**src/hw/uart_io_params.svh**
```systemverilog
// uart io bridge constants
`ifndef UART_IO_PARAMS_SVH
`define UART_IO_PARAMS_SVH

// byte pacing, in clk cycles
`define UART_IO_BYTE_DELAY 15

// packet framing
`define UART_IO_CHAR_L    8'h4C // request id
`define UART_IO_CHAR_S    8'h53 // response id
`define UART_IO_PKT_BYTES 13    // id + three words

// command codes, full word
`define UART_IO_CMD_WRITE 32'd1
`define UART_IO_CMD_READ  32'd2

// register bank size
`define UART_IO_REG_COUNT 16

// response status codes
`define UART_IO_ST_OK       32'd0
`define UART_IO_ST_BAD_ADDR 32'd1
`define UART_IO_ST_BAD_CMD  32'd2

`endif

```
**src/hw/uart_io_pkg.sv**
```systemverilog
// uart io bridge types
`default_nettype none

package uart_io_pkg;

	typedef logic [7:0]  byte_t;    // one uart byte
	typedef logic [31:0] word_t;    // cmd, addr, data or status
	typedef logic [3:0]  reg_idx_t; // register index

	// request as sent by the host, msb first on the wire
	typedef struct packed {
		word_t cmd;
		word_t addr;
		word_t data;
	} host_req_t;

	// response as returned by the handler
	typedef struct packed {
		word_t status;
		word_t addr;
		word_t data;
	} host_rsp_t;

	// host model, request side
	typedef enum logic [1:0] {
		rx_idle,
		rx_send_bytes,
		rx_wait_rsp
	} faux_rx_state_t;

	// host model, response side
	typedef enum logic {
		tx_read_id,
		tx_read_words
	} faux_tx_state_t;

	// handler fsm
	typedef enum logic [2:0] {
		h_hunt_id,
		h_collect,
		h_access,
		h_read_wait,
		h_send
	} handler_state_t;

endpackage

`default_nettype wire

```
**src/hw/reg_bank.sv**
```systemverilog
// 32-bit register bank
`timescale 1ns/10ps
`default_nettype none
`include "uart_io_params.svh"

module reg_bank (
	input  logic                  clk,
	input  logic                  rst,
	input  logic                  access,     // one cycle strobe
	input  logic                  write,      // else read
	input  uart_io_pkg::reg_idx_t idx,
	input  uart_io_pkg::word_t    addr_word,  // full address for range check
	input  uart_io_pkg::word_t    wr_data,
	output uart_io_pkg::word_t    rd_data,    // registered
	output logic                  addr_error  // registered, with rd_data
);
	import uart_io_pkg::*;

	word_t regs [`UART_IO_REG_COUNT];

	always_ff @(posedge clk) begin
		if (rst) begin
			for (int i = 0; i < `UART_IO_REG_COUNT; i++)
				regs[i] <= '0; // bank reads 0 until written
			rd_data    <= '0;
			addr_error <= 1'b0;
		end else if (access) begin
			if (addr_word >= 32'(`UART_IO_REG_COUNT)) begin
				addr_error <= 1'b1; // out of range, bank untouched
				rd_data    <= '0;
			end else begin
				addr_error <= 1'b0;
				if (write)
					regs[idx] <= wr_data;
				else
					rd_data <= regs[idx];
			end
		end
	end

	// handler fsm must be parked while reset is held
	a_no_access_in_rst: assert property (@(posedge clk)
		rst |-> !access);

endmodule

`default_nettype wire

```
**src/hw/faux_uart.sv**
```systemverilog
// byte level host model
`timescale 1ns/10ps
`default_nettype none
`include "uart_io_params.svh"

module faux_uart (
	input  logic                  clk,
	input  logic                  rst,
	input  logic                  start,           // kick off one request
	input  uart_io_pkg::host_req_t req,            // sampled with start
	input  logic                  transmit,        // handler has a byte for us
	input  uart_io_pkg::byte_t    tx_byte,         // that byte
	output logic                  received,        // one cycle, rx_byte valid
	output uart_io_pkg::byte_t    rx_byte,         // request byte to handler
	output logic                  is_receiving,    // request playing out
	output logic                  is_transmitting, // byte delay after each accept
	output logic                  busy,            // transaction in flight
	output logic                  rsp_valid,       // one cycle, rsp valid
	output uart_io_pkg::host_rsp_t rsp,            // collected response
	output logic                  rsp_error        // bad response id
);
	import uart_io_pkg::*;

	localparam int pkt_bits       = 8 * `UART_IO_PKT_BYTES;
	localparam int last_pkt_byte  = `UART_IO_PKT_BYTES - 1; // rx side, id included
	localparam int last_word_byte = `UART_IO_PKT_BYTES - 2; // tx side, id excluded

	faux_rx_state_t rx_state;
	faux_tx_state_t tx_state;

	logic [7:0] rx_timer; // countdown to next request byte
	logic [7:0] tx_timer; // countdown to end of is_transmitting
	logic [3:0] rx_cnt;   // request bytes sent
	logic [3:0] tx_cnt;   // response word bytes taken

	logic [pkt_bits-1:0] pkt_sr; // outgoing request, msb first

	logic rsp_done; // 13th response byte accepted this cycle
	logic rsp_bad;  // id byte wrong this cycle

	assign rsp_done = transmit && (tx_state == tx_read_words) &&
		(tx_cnt == 4'(last_word_byte));
	assign rsp_bad = transmit && (tx_state == tx_read_id) && (tx_byte != `UART_IO_CHAR_S);

	// request side, plays out 'L' then cmd, addr, data
	always_ff @(posedge clk) begin
		if (rst) begin
			rx_state     <= rx_idle;
			received     <= 1'b0;
			is_receiving <= 1'b0;
			busy         <= 1'b0;
			rx_timer     <= 8'd0;
			rx_cnt       <= 4'd0;
		end else begin
			received <= 1'b0; // pulse only
			case (rx_state)
				rx_idle: begin
					if (start) begin // start only honoured here
						pkt_sr       <= {`UART_IO_CHAR_L, req};
						rx_timer     <= 8'(`UART_IO_BYTE_DELAY);
						rx_cnt       <= 4'd0;
						is_receiving <= 1'b1;
						busy         <= 1'b1;
						rx_state     <= rx_send_bytes;
					end
				end
				rx_send_bytes: begin
					if (rx_timer == 8'd1) begin // delay elapsed, emit byte
						received <= 1'b1;
						rx_byte  <= pkt_sr[pkt_bits-1 -: 8];
						pkt_sr   <= {pkt_sr[pkt_bits-9:0], 8'h00};
						rx_timer <= 8'(`UART_IO_BYTE_DELAY);
						rx_cnt   <= rx_cnt + 4'd1;
						if (rx_cnt == 4'(last_pkt_byte)) begin
							is_receiving <= 1'b0; // last byte out
							rx_state     <= rx_wait_rsp;
						end
					end else begin
						rx_timer <= rx_timer - 8'd1;
					end
				end
				rx_wait_rsp: begin
					// busy drops together with rsp_valid or rsp_error
					if (rsp_done || rsp_bad) begin
						busy     <= 1'b0;
						rx_state <= rx_idle;
					end
				end
				default: rx_state <= rx_idle;
			endcase
		end
	end

	// response side, checks id then shifts in 12 bytes
	always_ff @(posedge clk) begin
		if (rst) begin
			tx_state        <= tx_read_id;
			is_transmitting <= 1'b0;
			tx_timer        <= 8'd0;
			tx_cnt          <= 4'd0;
			rsp_valid       <= 1'b0;
			rsp_error       <= 1'b0;
		end else begin
			rsp_valid <= rsp_done; // cycle after last byte
			rsp_error <= rsp_bad;

			// back-pressure, high for the byte delay after each accept
			if (transmit) begin
				is_transmitting <= 1'b1;
				tx_timer        <= 8'(`UART_IO_BYTE_DELAY);
			end else if (tx_timer == 8'd1) begin
				is_transmitting <= 1'b0;
				tx_timer        <= 8'd0;
			end else if (tx_timer != 8'd0) begin
				tx_timer <= tx_timer - 8'd1;
			end

			case (tx_state)
				tx_read_id: begin
					if (transmit && tx_byte == `UART_IO_CHAR_S) begin
						tx_cnt   <= 4'd0;
						tx_state <= tx_read_words;
					end
				end
				tx_read_words: begin
					if (transmit) begin
						rsp    <= {rsp[87:0], tx_byte}; // status first
						tx_cnt <= tx_cnt + 4'd1;
						if (tx_cnt == 4'(last_word_byte))
							tx_state <= tx_read_id;
					end
				end
				default: tx_state <= tx_read_id;
			endcase
		end
	end

	// request bytes are spaced by the delay, never back to back
	a_rx_single: assert property (@(posedge clk) disable iff (rst)
		received |=> !received);

endmodule

`default_nettype wire

```
**src/hw/uart_io_handler.sv**
```systemverilog
// uart command handler
`timescale 1ns/10ps
`default_nettype none
`include "uart_io_params.svh"

module uart_io_handler (
	input  logic                  clk,
	input  logic                  rst,
	input  logic                  received,        // byte strobe from host
	input  uart_io_pkg::byte_t    rx_byte,
	input  logic                  is_transmitting, // host still pacing last byte
	input  uart_io_pkg::word_t    rd_data,         // from bank, cycle after access
	input  logic                  addr_error,      // from bank, cycle after access
	output logic                  transmit,        // byte strobe to host
	output uart_io_pkg::byte_t    tx_byte,
	output logic                  access,          // bank strobe
	output logic                  write,
	output uart_io_pkg::reg_idx_t idx,
	output uart_io_pkg::word_t    wr_data,
	output uart_io_pkg::word_t    addr_word
);
	import uart_io_pkg::*;

	localparam int pkt_bits       = 8 * `UART_IO_PKT_BYTES;
	localparam int last_word_byte = `UART_IO_PKT_BYTES - 2; // after the id
	localparam int last_pkt_byte  = `UART_IO_PKT_BYTES - 1;

	handler_state_t state;

	logic [3:0] byte_cnt; // shared by collect and send

	host_req_t req_q;    // collected request
	host_req_t req_next; // request with the current byte shifted in
	host_rsp_t rsp_word; // response after a bank access
	logic      cmd_valid;

	logic [pkt_bits-1:0] tx_sr; // outgoing packet, msb first

	assign req_next  = {req_q[87:0], rx_byte};
	assign cmd_valid = (req_next.cmd == `UART_IO_CMD_WRITE) ||
		(req_next.cmd == `UART_IO_CMD_READ); // only valid on the last byte

	// bank side comes straight off the request
	assign access    = (state == h_access); // single cycle state
	assign write     = (req_q.cmd == `UART_IO_CMD_WRITE);
	assign idx       = req_q.addr[$bits(reg_idx_t)-1:0];
	assign wr_data   = req_q.data;
	assign addr_word = req_q.addr; // full word, bank does the range check

	assign tx_byte = tx_sr[pkt_bits-1 -: 8];

	// response once the bank has answered
	always_comb begin
		rsp_word.addr = req_q.addr; // address always echoed
		if (addr_error) begin
			rsp_word.status = `UART_IO_ST_BAD_ADDR;
			rsp_word.data   = 32'h0;
		end else begin
			rsp_word.status = `UART_IO_ST_OK;
			rsp_word.data   = write ? req_q.data : rd_data; // write echoes data
		end
	end

	always_ff @(posedge clk) begin
		if (rst) begin
			state    <= h_hunt_id;
			byte_cnt <= 4'd0;
			transmit <= 1'b0;
		end else begin
			case (state)
				h_hunt_id: begin
					// junk before the id is dropped
					if (received && rx_byte == `UART_IO_CHAR_L) begin
						byte_cnt <= 4'd0;
						state    <= h_collect;
					end
				end
				h_collect: begin
					if (received) begin
						req_q    <= req_next;
						byte_cnt <= byte_cnt + 4'd1;
						if (byte_cnt == 4'(last_word_byte)) begin
							if (cmd_valid) begin
								state <= h_access; // strobe next cycle
							end else begin
								// unknown command, answer without touching the bank
								tx_sr <= {`UART_IO_CHAR_S, `UART_IO_ST_BAD_CMD,
									req_next.addr, 32'h0};
								byte_cnt <= 4'd0;
								transmit <= 1'b1;
								state    <= h_send;
							end
						end
					end
				end
				h_access: state <= h_read_wait; // bank registers its answer
				h_read_wait: begin
					tx_sr    <= {`UART_IO_CHAR_S, rsp_word};
					byte_cnt <= 4'd0;
					transmit <= 1'b1; // first byte next cycle
					state    <= h_send;
				end
				h_send: begin
					if (transmit) begin // host takes it this cycle
						transmit <= 1'b0;
						tx_sr    <= {tx_sr[pkt_bits-9:0], 8'h00};
						byte_cnt <= byte_cnt + 4'd1;
						if (byte_cnt == 4'(last_pkt_byte))
							state <= h_hunt_id;
					end else if (!is_transmitting) begin
						transmit <= 1'b1; // host delay over
					end
				end
				default: state <= h_hunt_id;
			endcase
		end
	end

	// host must be idle whenever a byte is offered
	a_tx_gap: assert property (@(posedge clk) disable iff (rst)
		!(transmit && is_transmitting));

endmodule

`default_nettype wire

```
**src/hw/uart_io_top.sv**
```systemverilog
// uart io bridge top
`timescale 1ns/10ps
`default_nettype none

module uart_io_top (
	input  logic                   clk,
	input  logic                   rst,
	input  logic                   start,
	input  uart_io_pkg::host_req_t req,
	output logic                   busy,
	output logic                   rsp_valid,
	output uart_io_pkg::host_rsp_t rsp,
	output logic                   rsp_error
);
	import uart_io_pkg::*;

	// host to handler
	logic     received;
	byte_t    rx_byte;
	logic     is_transmitting;
	// handler to host
	logic     transmit;
	byte_t    tx_byte;
	// handler to bank
	logic     access;
	logic     write;
	reg_idx_t idx;
	word_t    wr_data;
	word_t    addr_word;
	word_t    rd_data;
	logic     addr_error;

	faux_uart u_faux_uart (
		.clk             (clk),
		.rst             (rst),
		.start           (start),
		.req             (req),
		.transmit        (transmit),
		.tx_byte         (tx_byte),
		.received        (received),
		.rx_byte         (rx_byte),
		.is_receiving    (), // handler works off received alone
		.is_transmitting (is_transmitting),
		.busy            (busy),
		.rsp_valid       (rsp_valid),
		.rsp             (rsp),
		.rsp_error       (rsp_error)
	);

	uart_io_handler u_handler (
		.clk             (clk),
		.rst             (rst),
		.received        (received),
		.rx_byte         (rx_byte),
		.is_transmitting (is_transmitting),
		.rd_data         (rd_data),
		.addr_error      (addr_error),
		.transmit        (transmit),
		.tx_byte         (tx_byte),
		.access          (access),
		.write           (write),
		.idx             (idx),
		.wr_data         (wr_data),
		.addr_word       (addr_word)
	);

	reg_bank u_reg_bank (
		.clk        (clk),
		.rst        (rst),
		.access     (access),
		.write      (write),
		.idx        (idx),
		.addr_word  (addr_word),
		.wr_data    (wr_data),
		.rd_data    (rd_data),
		.addr_error (addr_error)
	);

endmodule

`default_nettype wire

```
**config.mk**
```make
export PLATFORM = sky130hd
export DESIGN_NAME = uart_io_top
export DESIGN_NICKNAME = d
export VERILOG_FILES = /design/src/hw/uart_io_pkg.sv /design/src/hw/reg_bank.sv /design/src/hw/faux_uart.sv /design/src/hw/uart_io_handler.sv /design/src/hw/uart_io_top.sv
export VERILOG_INCLUDE_DIRS = /design/src /design/src/hw
export SDC_FILE = /design/constraint.sdc
export NUM_CORES = 1
export LEC_CHECK = 0
export BUFFER_PORTS_ARGS = -buffer_cell sky130_fd_sc_hd__buf_2
export CORE_ASPECT_RATIO = 0.75
export CORE_MARGIN = 1
export CORE_UTILIZATION = 25
export CTS_BUF_LIST = sky130_fd_sc_hd__clkbuf_8
export DETAILED_ROUTE_END_ITERATION = 7
export REMOVE_ABC_BUFFERS = 1
export SYNTH_ARGS = -nofsm -noshare
export SYNTH_HDL_FRONTEND = slang
export SYNTH_HIERARCHICAL = 1
export SYNTH_SLANG_ARGS = --single-unit
export TNS_END_PERCENT = 1
```
**constraint.sdc**
```tcl
create_clock -name clk -period 30.3 [get_ports clk]
set_input_delay 6.06 -clock clk [delete_from_list [all_inputs] [get_ports clk]]
set_output_delay 6.06 -clock clk [all_outputs]
set_load 0.03 [all_outputs]
```
After elaboration in Yosys (flattened, before gate mapping) --
Memory sizes are Yosys's and may differ from the RTL's. A register that Yosys moved wholly into a read port is not among the register bits. Cells that the tools add are included.
Storage, ports and cells: register bits 481, RAM bits 512, memories kept 1
Memory list:
- u_reg_bank.regs | words 16, width 32, read ports 1, clocked after memory_dff 1, write ports 16, line reg_bank.sv:19 | word_t regs [`UART_IO_REG_COUNT];
Cells by class: add/subtract/negate cells 5, $lt $le $gt $ge 1, equality and inequality tests 31, multiplexer cells 71, bitwise gates (word level) 3, reductions and logical operators 34
Operators by type and width (number):
- $mux W104 | 6
- $pmux W104 S3 | 1
- $pmux W104 S2 | 1
- $mux W32 | 5
- $eq A32 B1 Y1 const B | 2
- $mux W4 | 14
- $eq A32 B2 Y1 const B | 1
- $ge A32 B5 Y1 const B | 1
- $reduce_or A32 Y1 | 1
- $mux W1 | 23
- $mux W3 | 6
- $ne A2 B1 Y1 const B | 9
- $eq A4 B4 Y1 const B | 4
- $eq A8 B1 Y1 const B | 2
- $eq A8 B7 Y1 const B | 2
- $mux W8 | 2
- $pmux W4 S2 | 2
- $pmux W4 S4 | 1
- $pmux W8 S2 | 1
- $reduce_and A4 Y1 | 4
- $sub A8 B1 Y8 const B | 2
- $pmux W3 S5 | 1
- $reduce_and A3 Y1 | 5
- $add A4 B1 Y4 const B | 3
- 25 further kinds | 46

Depth between registers and ports, before layout --
depth in word-level cells 8, depth in mapped cells 10

By module --
The synthesis kept the hierarchy.
Modules (own cells, without submodules):
- reg_bank | times used 1, cells each 1690, area an instance 23324.9 um2, sequential area each 16035.4 um2
- uart_io_handler | times used 1, cells each 776, area an instance 9537.9 um2, sequential area each 6165.9 um2
- faux_uart | times used 1, cells each 508, area an instance 9032.4 um2, sequential area each 6906.6 um2

Worst setup path after synthesis --
OpenSTA, ideal clock, no wires.
path type input to register, start point in rst, end point reg u_handler.tx_sr[0], enable pin, library setup time 734 ps, data arrival time 13876 ps, setup slack 15690 ps, cell stages on the path 2, path buffers 1, cells stage by stage clkbuf_1 a221oi_1
Between the ends: word-level cells in the longest chain between the ends 2
Ends and longest elaborated chain:
- start, declared | line uart_io_top.sv:7 | input logic rst,
- $not A1 Y1 (no line)
- $reduce_and A6 Y1 (no line)
- end signal, assigned | line uart_io_handler.sv:87 | tx_sr <= {`UART_IO_CHAR_S, `UART_IO_ST_BAD_CMD,
- end signal, assigned | line uart_io_handler.sv:98 | tx_sr <= {`UART_IO_CHAR_S, rsp_word};
- end signal, assigned | line uart_io_handler.sv:106 | tx_sr <= {tx_sr[pkt_bits-9:0], 8'h00};
- end, declared | line uart_io_handler.sv:37 | logic [pkt_bits-1:0] tx_sr;
Every way passes these cells. A chain may end at the register's enable or synchronous reset.

==> summary.txt <==
Detailed routing
  • DRC viols: 0
  • Number of routed nets with antenna violations: 0
  • Drt initial violations: 2,435
  • Via count: 25,000
  • Avg WL per Cell: 19.3 um
  • Initial DRT Pass Iterations: 5
  • Final WL: 105,000 um
  • Drt via density: 4.60

Power
  • Leakage power total: 15.3 nW
  • VDD IR max: 0.0000366 V
  • Power density cells: 56.9 nW/um2
  • Power consumption: 2.70 mW

Placed design
  • Buffers on Ports: 197
  • GPL Wtd Cong: 0.752
  • Dpl ws: 21.33 ns
  • Placed insts: 5,175
  • Detailed Place HPWL: 56,200 um

Synthesis
  • Cells after Synth: 2,966
  • Mapped Area: 41,800 um2
  • Syn avg cell area: 14.1 um2
  • Synth warn: 6

Setup path
  • Startpoint types: input pin
  • Arr. time, crit path: 8.84 ns
  • Critical Path Sink Type: flop
  • Worst R2R End: u_reg_bank/regs[14][2]$_SDFFCE_PN0P_
  • Setup slack, reg-to-reg: 24.99 ns
  • Worst reg2reg path depth: 9
  • Reg2reg start: u_handler/req_next[73]$_DFFE_PP_
  • Slowest cell on the critical path: nand3_4
  • Setup CP Type: input pin to flop
  • Crit Path Max Fanout: 73
  • CP required: 30.98 ns
  • CP max stage delay: 0.79 ns
  • Crit-path cells: buf_2, nor3_1, nand3_4, buf_4, nor2_1

Final layout
  • Synth-to-Final Area Change: 13.7%
  • Layout cell share with drive strength beyond 1: 0.212
  • Post-layout util: 0.287
  • Fin nets: 3,202
  • Final cell count without fillers: 5,443

Global route
  • GRT overflow: 0
  • Largest net degree at the start of global routing: 131
  • Global-route wire length before repair: 156,000 um
  • Initial antenna violation count: 18
  • All-Layer GR Usage: 0.122
  • Vias in the first global route: 24,700

STA
  • Min setup slack post-route: 22.14 ns
  • Measured slew at the worst slew-check pin: 1.21 ns
  • Setup repair after global routing missed its margin: no
  • Setup Skew: 0.0432 ns
  • Min cycle time layout: 8.16 ns
  • Final setup vio count: 0
  • Fin. Hold Viols: 0
  • Max-slew violations: 0
  • Total Neg Setup Slack: 0 ns
  • Fmax: 0.123 GHz
  • Worst rel slew slack: 0.194
  • Fin crit share: 0.269

Job
  • Max-Cap Viols: 0

Clocking
  • Total CTS buffers: 144
  • Post-CTS Hold Buffers: 0
  • CTS resizes: 0
  • Clk buf depth: 3
  • Clk Latency, worst-skew pair: 0.86 ns
  • TritonCTS clock tree: yes
  • H-tree depth: 4
  • Root buffer cell: clkbuf_8
  • CTS sink cnt: 993
  • CTS clk-pin slew, worst paths: 0.06 ns
  • Post-CTS Setup Bufs: 0

Status
  • Status: completed

Hold path
  • Hold_sp: u_faux_uart/pkt_sr[101]$_SDFFCE_PN0P_
  • Min-Delay Path Class: flop to flop
  • Hold Path Cell Cnt: 0
  • Hold EP: u_faux_uart/rx_byte[5]$_DFFE_PP_

Die
  • Initial Utilization: 0.253
  • IO Pins: 198
  • Core area: 166,000 um2
  • Die area: 169,000 um2
  • Die Y: 356 um
  • Std cell rows: 129
  • Die width: 474 um
## power by group
group / internal (mW) / leakage (nW) / switching (mW)
sequential: 1.54 / 9.15 / 0.0166
clock: 0.500 / 1.59 / 0.538
combinational: 0.0469 / 4.51 / 0.0643
total: 2.09 / 15.3 / 0.619
## metrics by stage
| step | cell area, um2 | hold WS, ns |
|---|---|---|
| global route | 47500 | 0.428 |
| CTS | 47500 | 0.420 |
| floorplan | 40500 | 0.400 |
| finish | 47600 | 0.418 |
| detailed placement | 44800 | 0.405 |
| global placement | 44800 | 0.406 |
## layout by cell type, fill, tap and decap left out, types with 10 or more instances in the layout
master,count
mux4_2,100
xor2_1,11
mux2_2,89
o21ai_0,52
and2_1,39
nor2_1,572
clkinv_1,21
inv_1,88
a22oi_1,96
nand3_1,10
nand3b_1,38
buf_2,197
nand4_1,11
nor2b_1,13
mux2i_1,90
dfxtp_1,71
clkbuf_8,157
a22o_1,34
nor3_1,16
nand2b_1,27
nor4_1,15
nand2_1,311
o32ai_2,10
edfxtp_1,920
buf_4,45
o211ai_1,15
## how the worst max path moves through the flow
stage               from                                   end  slack, ns  cells after the start
CTS                  rst   u_reg_bank/regs[5][7]$_SDFFCE_PN0P_      22.25                      5
detailed placement   rst  u_reg_bank/regs[5][12]$_SDFFCE_PN0P_      21.33                      5
finish               rst   u_reg_bank/regs[1][8]$_SDFFCE_PN0P_      22.14                      5
global route         rst  u_reg_bank/regs[9][12]$_SDFFCE_PN0P_      22.03                      5
floorplan            rst          u_handler/tx_sr[0]$_DFFE_PP_      15.90                      1
global placement     rst   u_reg_bank/regs[9][1]$_SDFFCE_PN0P_      21.45                      5
## metal layers
layer	GRT usage	vias up	wire length, um
met1	0.170	12500	46500
met3	0.0428	205	11700
li1	-	11200	-
met2	0.175	1157	44300
met5	0	-	183
met4	0.0366	26	2180
## flip-flops by register name, indices dropped and copies added (netlist names), 2 cells and up
register	flops
u_faux_uart/pkt_sr	104
u_faux_uart/rsp	96
u_faux_uart/rx_byte	8
u_faux_uart/rx_cnt	4
u_faux_uart/rx_state	2
u_faux_uart/rx_timer	8
u_faux_uart/tx_cnt	4
u_faux_uart/tx_timer	8
u_handler/addr_word	32
u_handler/byte_cnt	4
u_handler/req_next	24
u_handler/req_q	8
u_handler/state	3
u_handler/tx_sr	104
u_handler/wr_data	32
u_reg_bank/rd_data	32
u_reg_bank/regs	512
## layout make-up
cell class,count,area [um2]
clock buffer,157,2160
tap,2227,2790
fill,16900,118000
multi-input combinational,1679,11500
antenna,7,17.5
timing repair buffer,243,1340
clock inverter,104,552
sequential,993,29100
inverter,33,126
## critical path, delay by kind of cell
kind	cells	cell delay (ns)
simple gates	3	1.72
buf+inv	2	0.91
(Power assumes the default switching activity.)
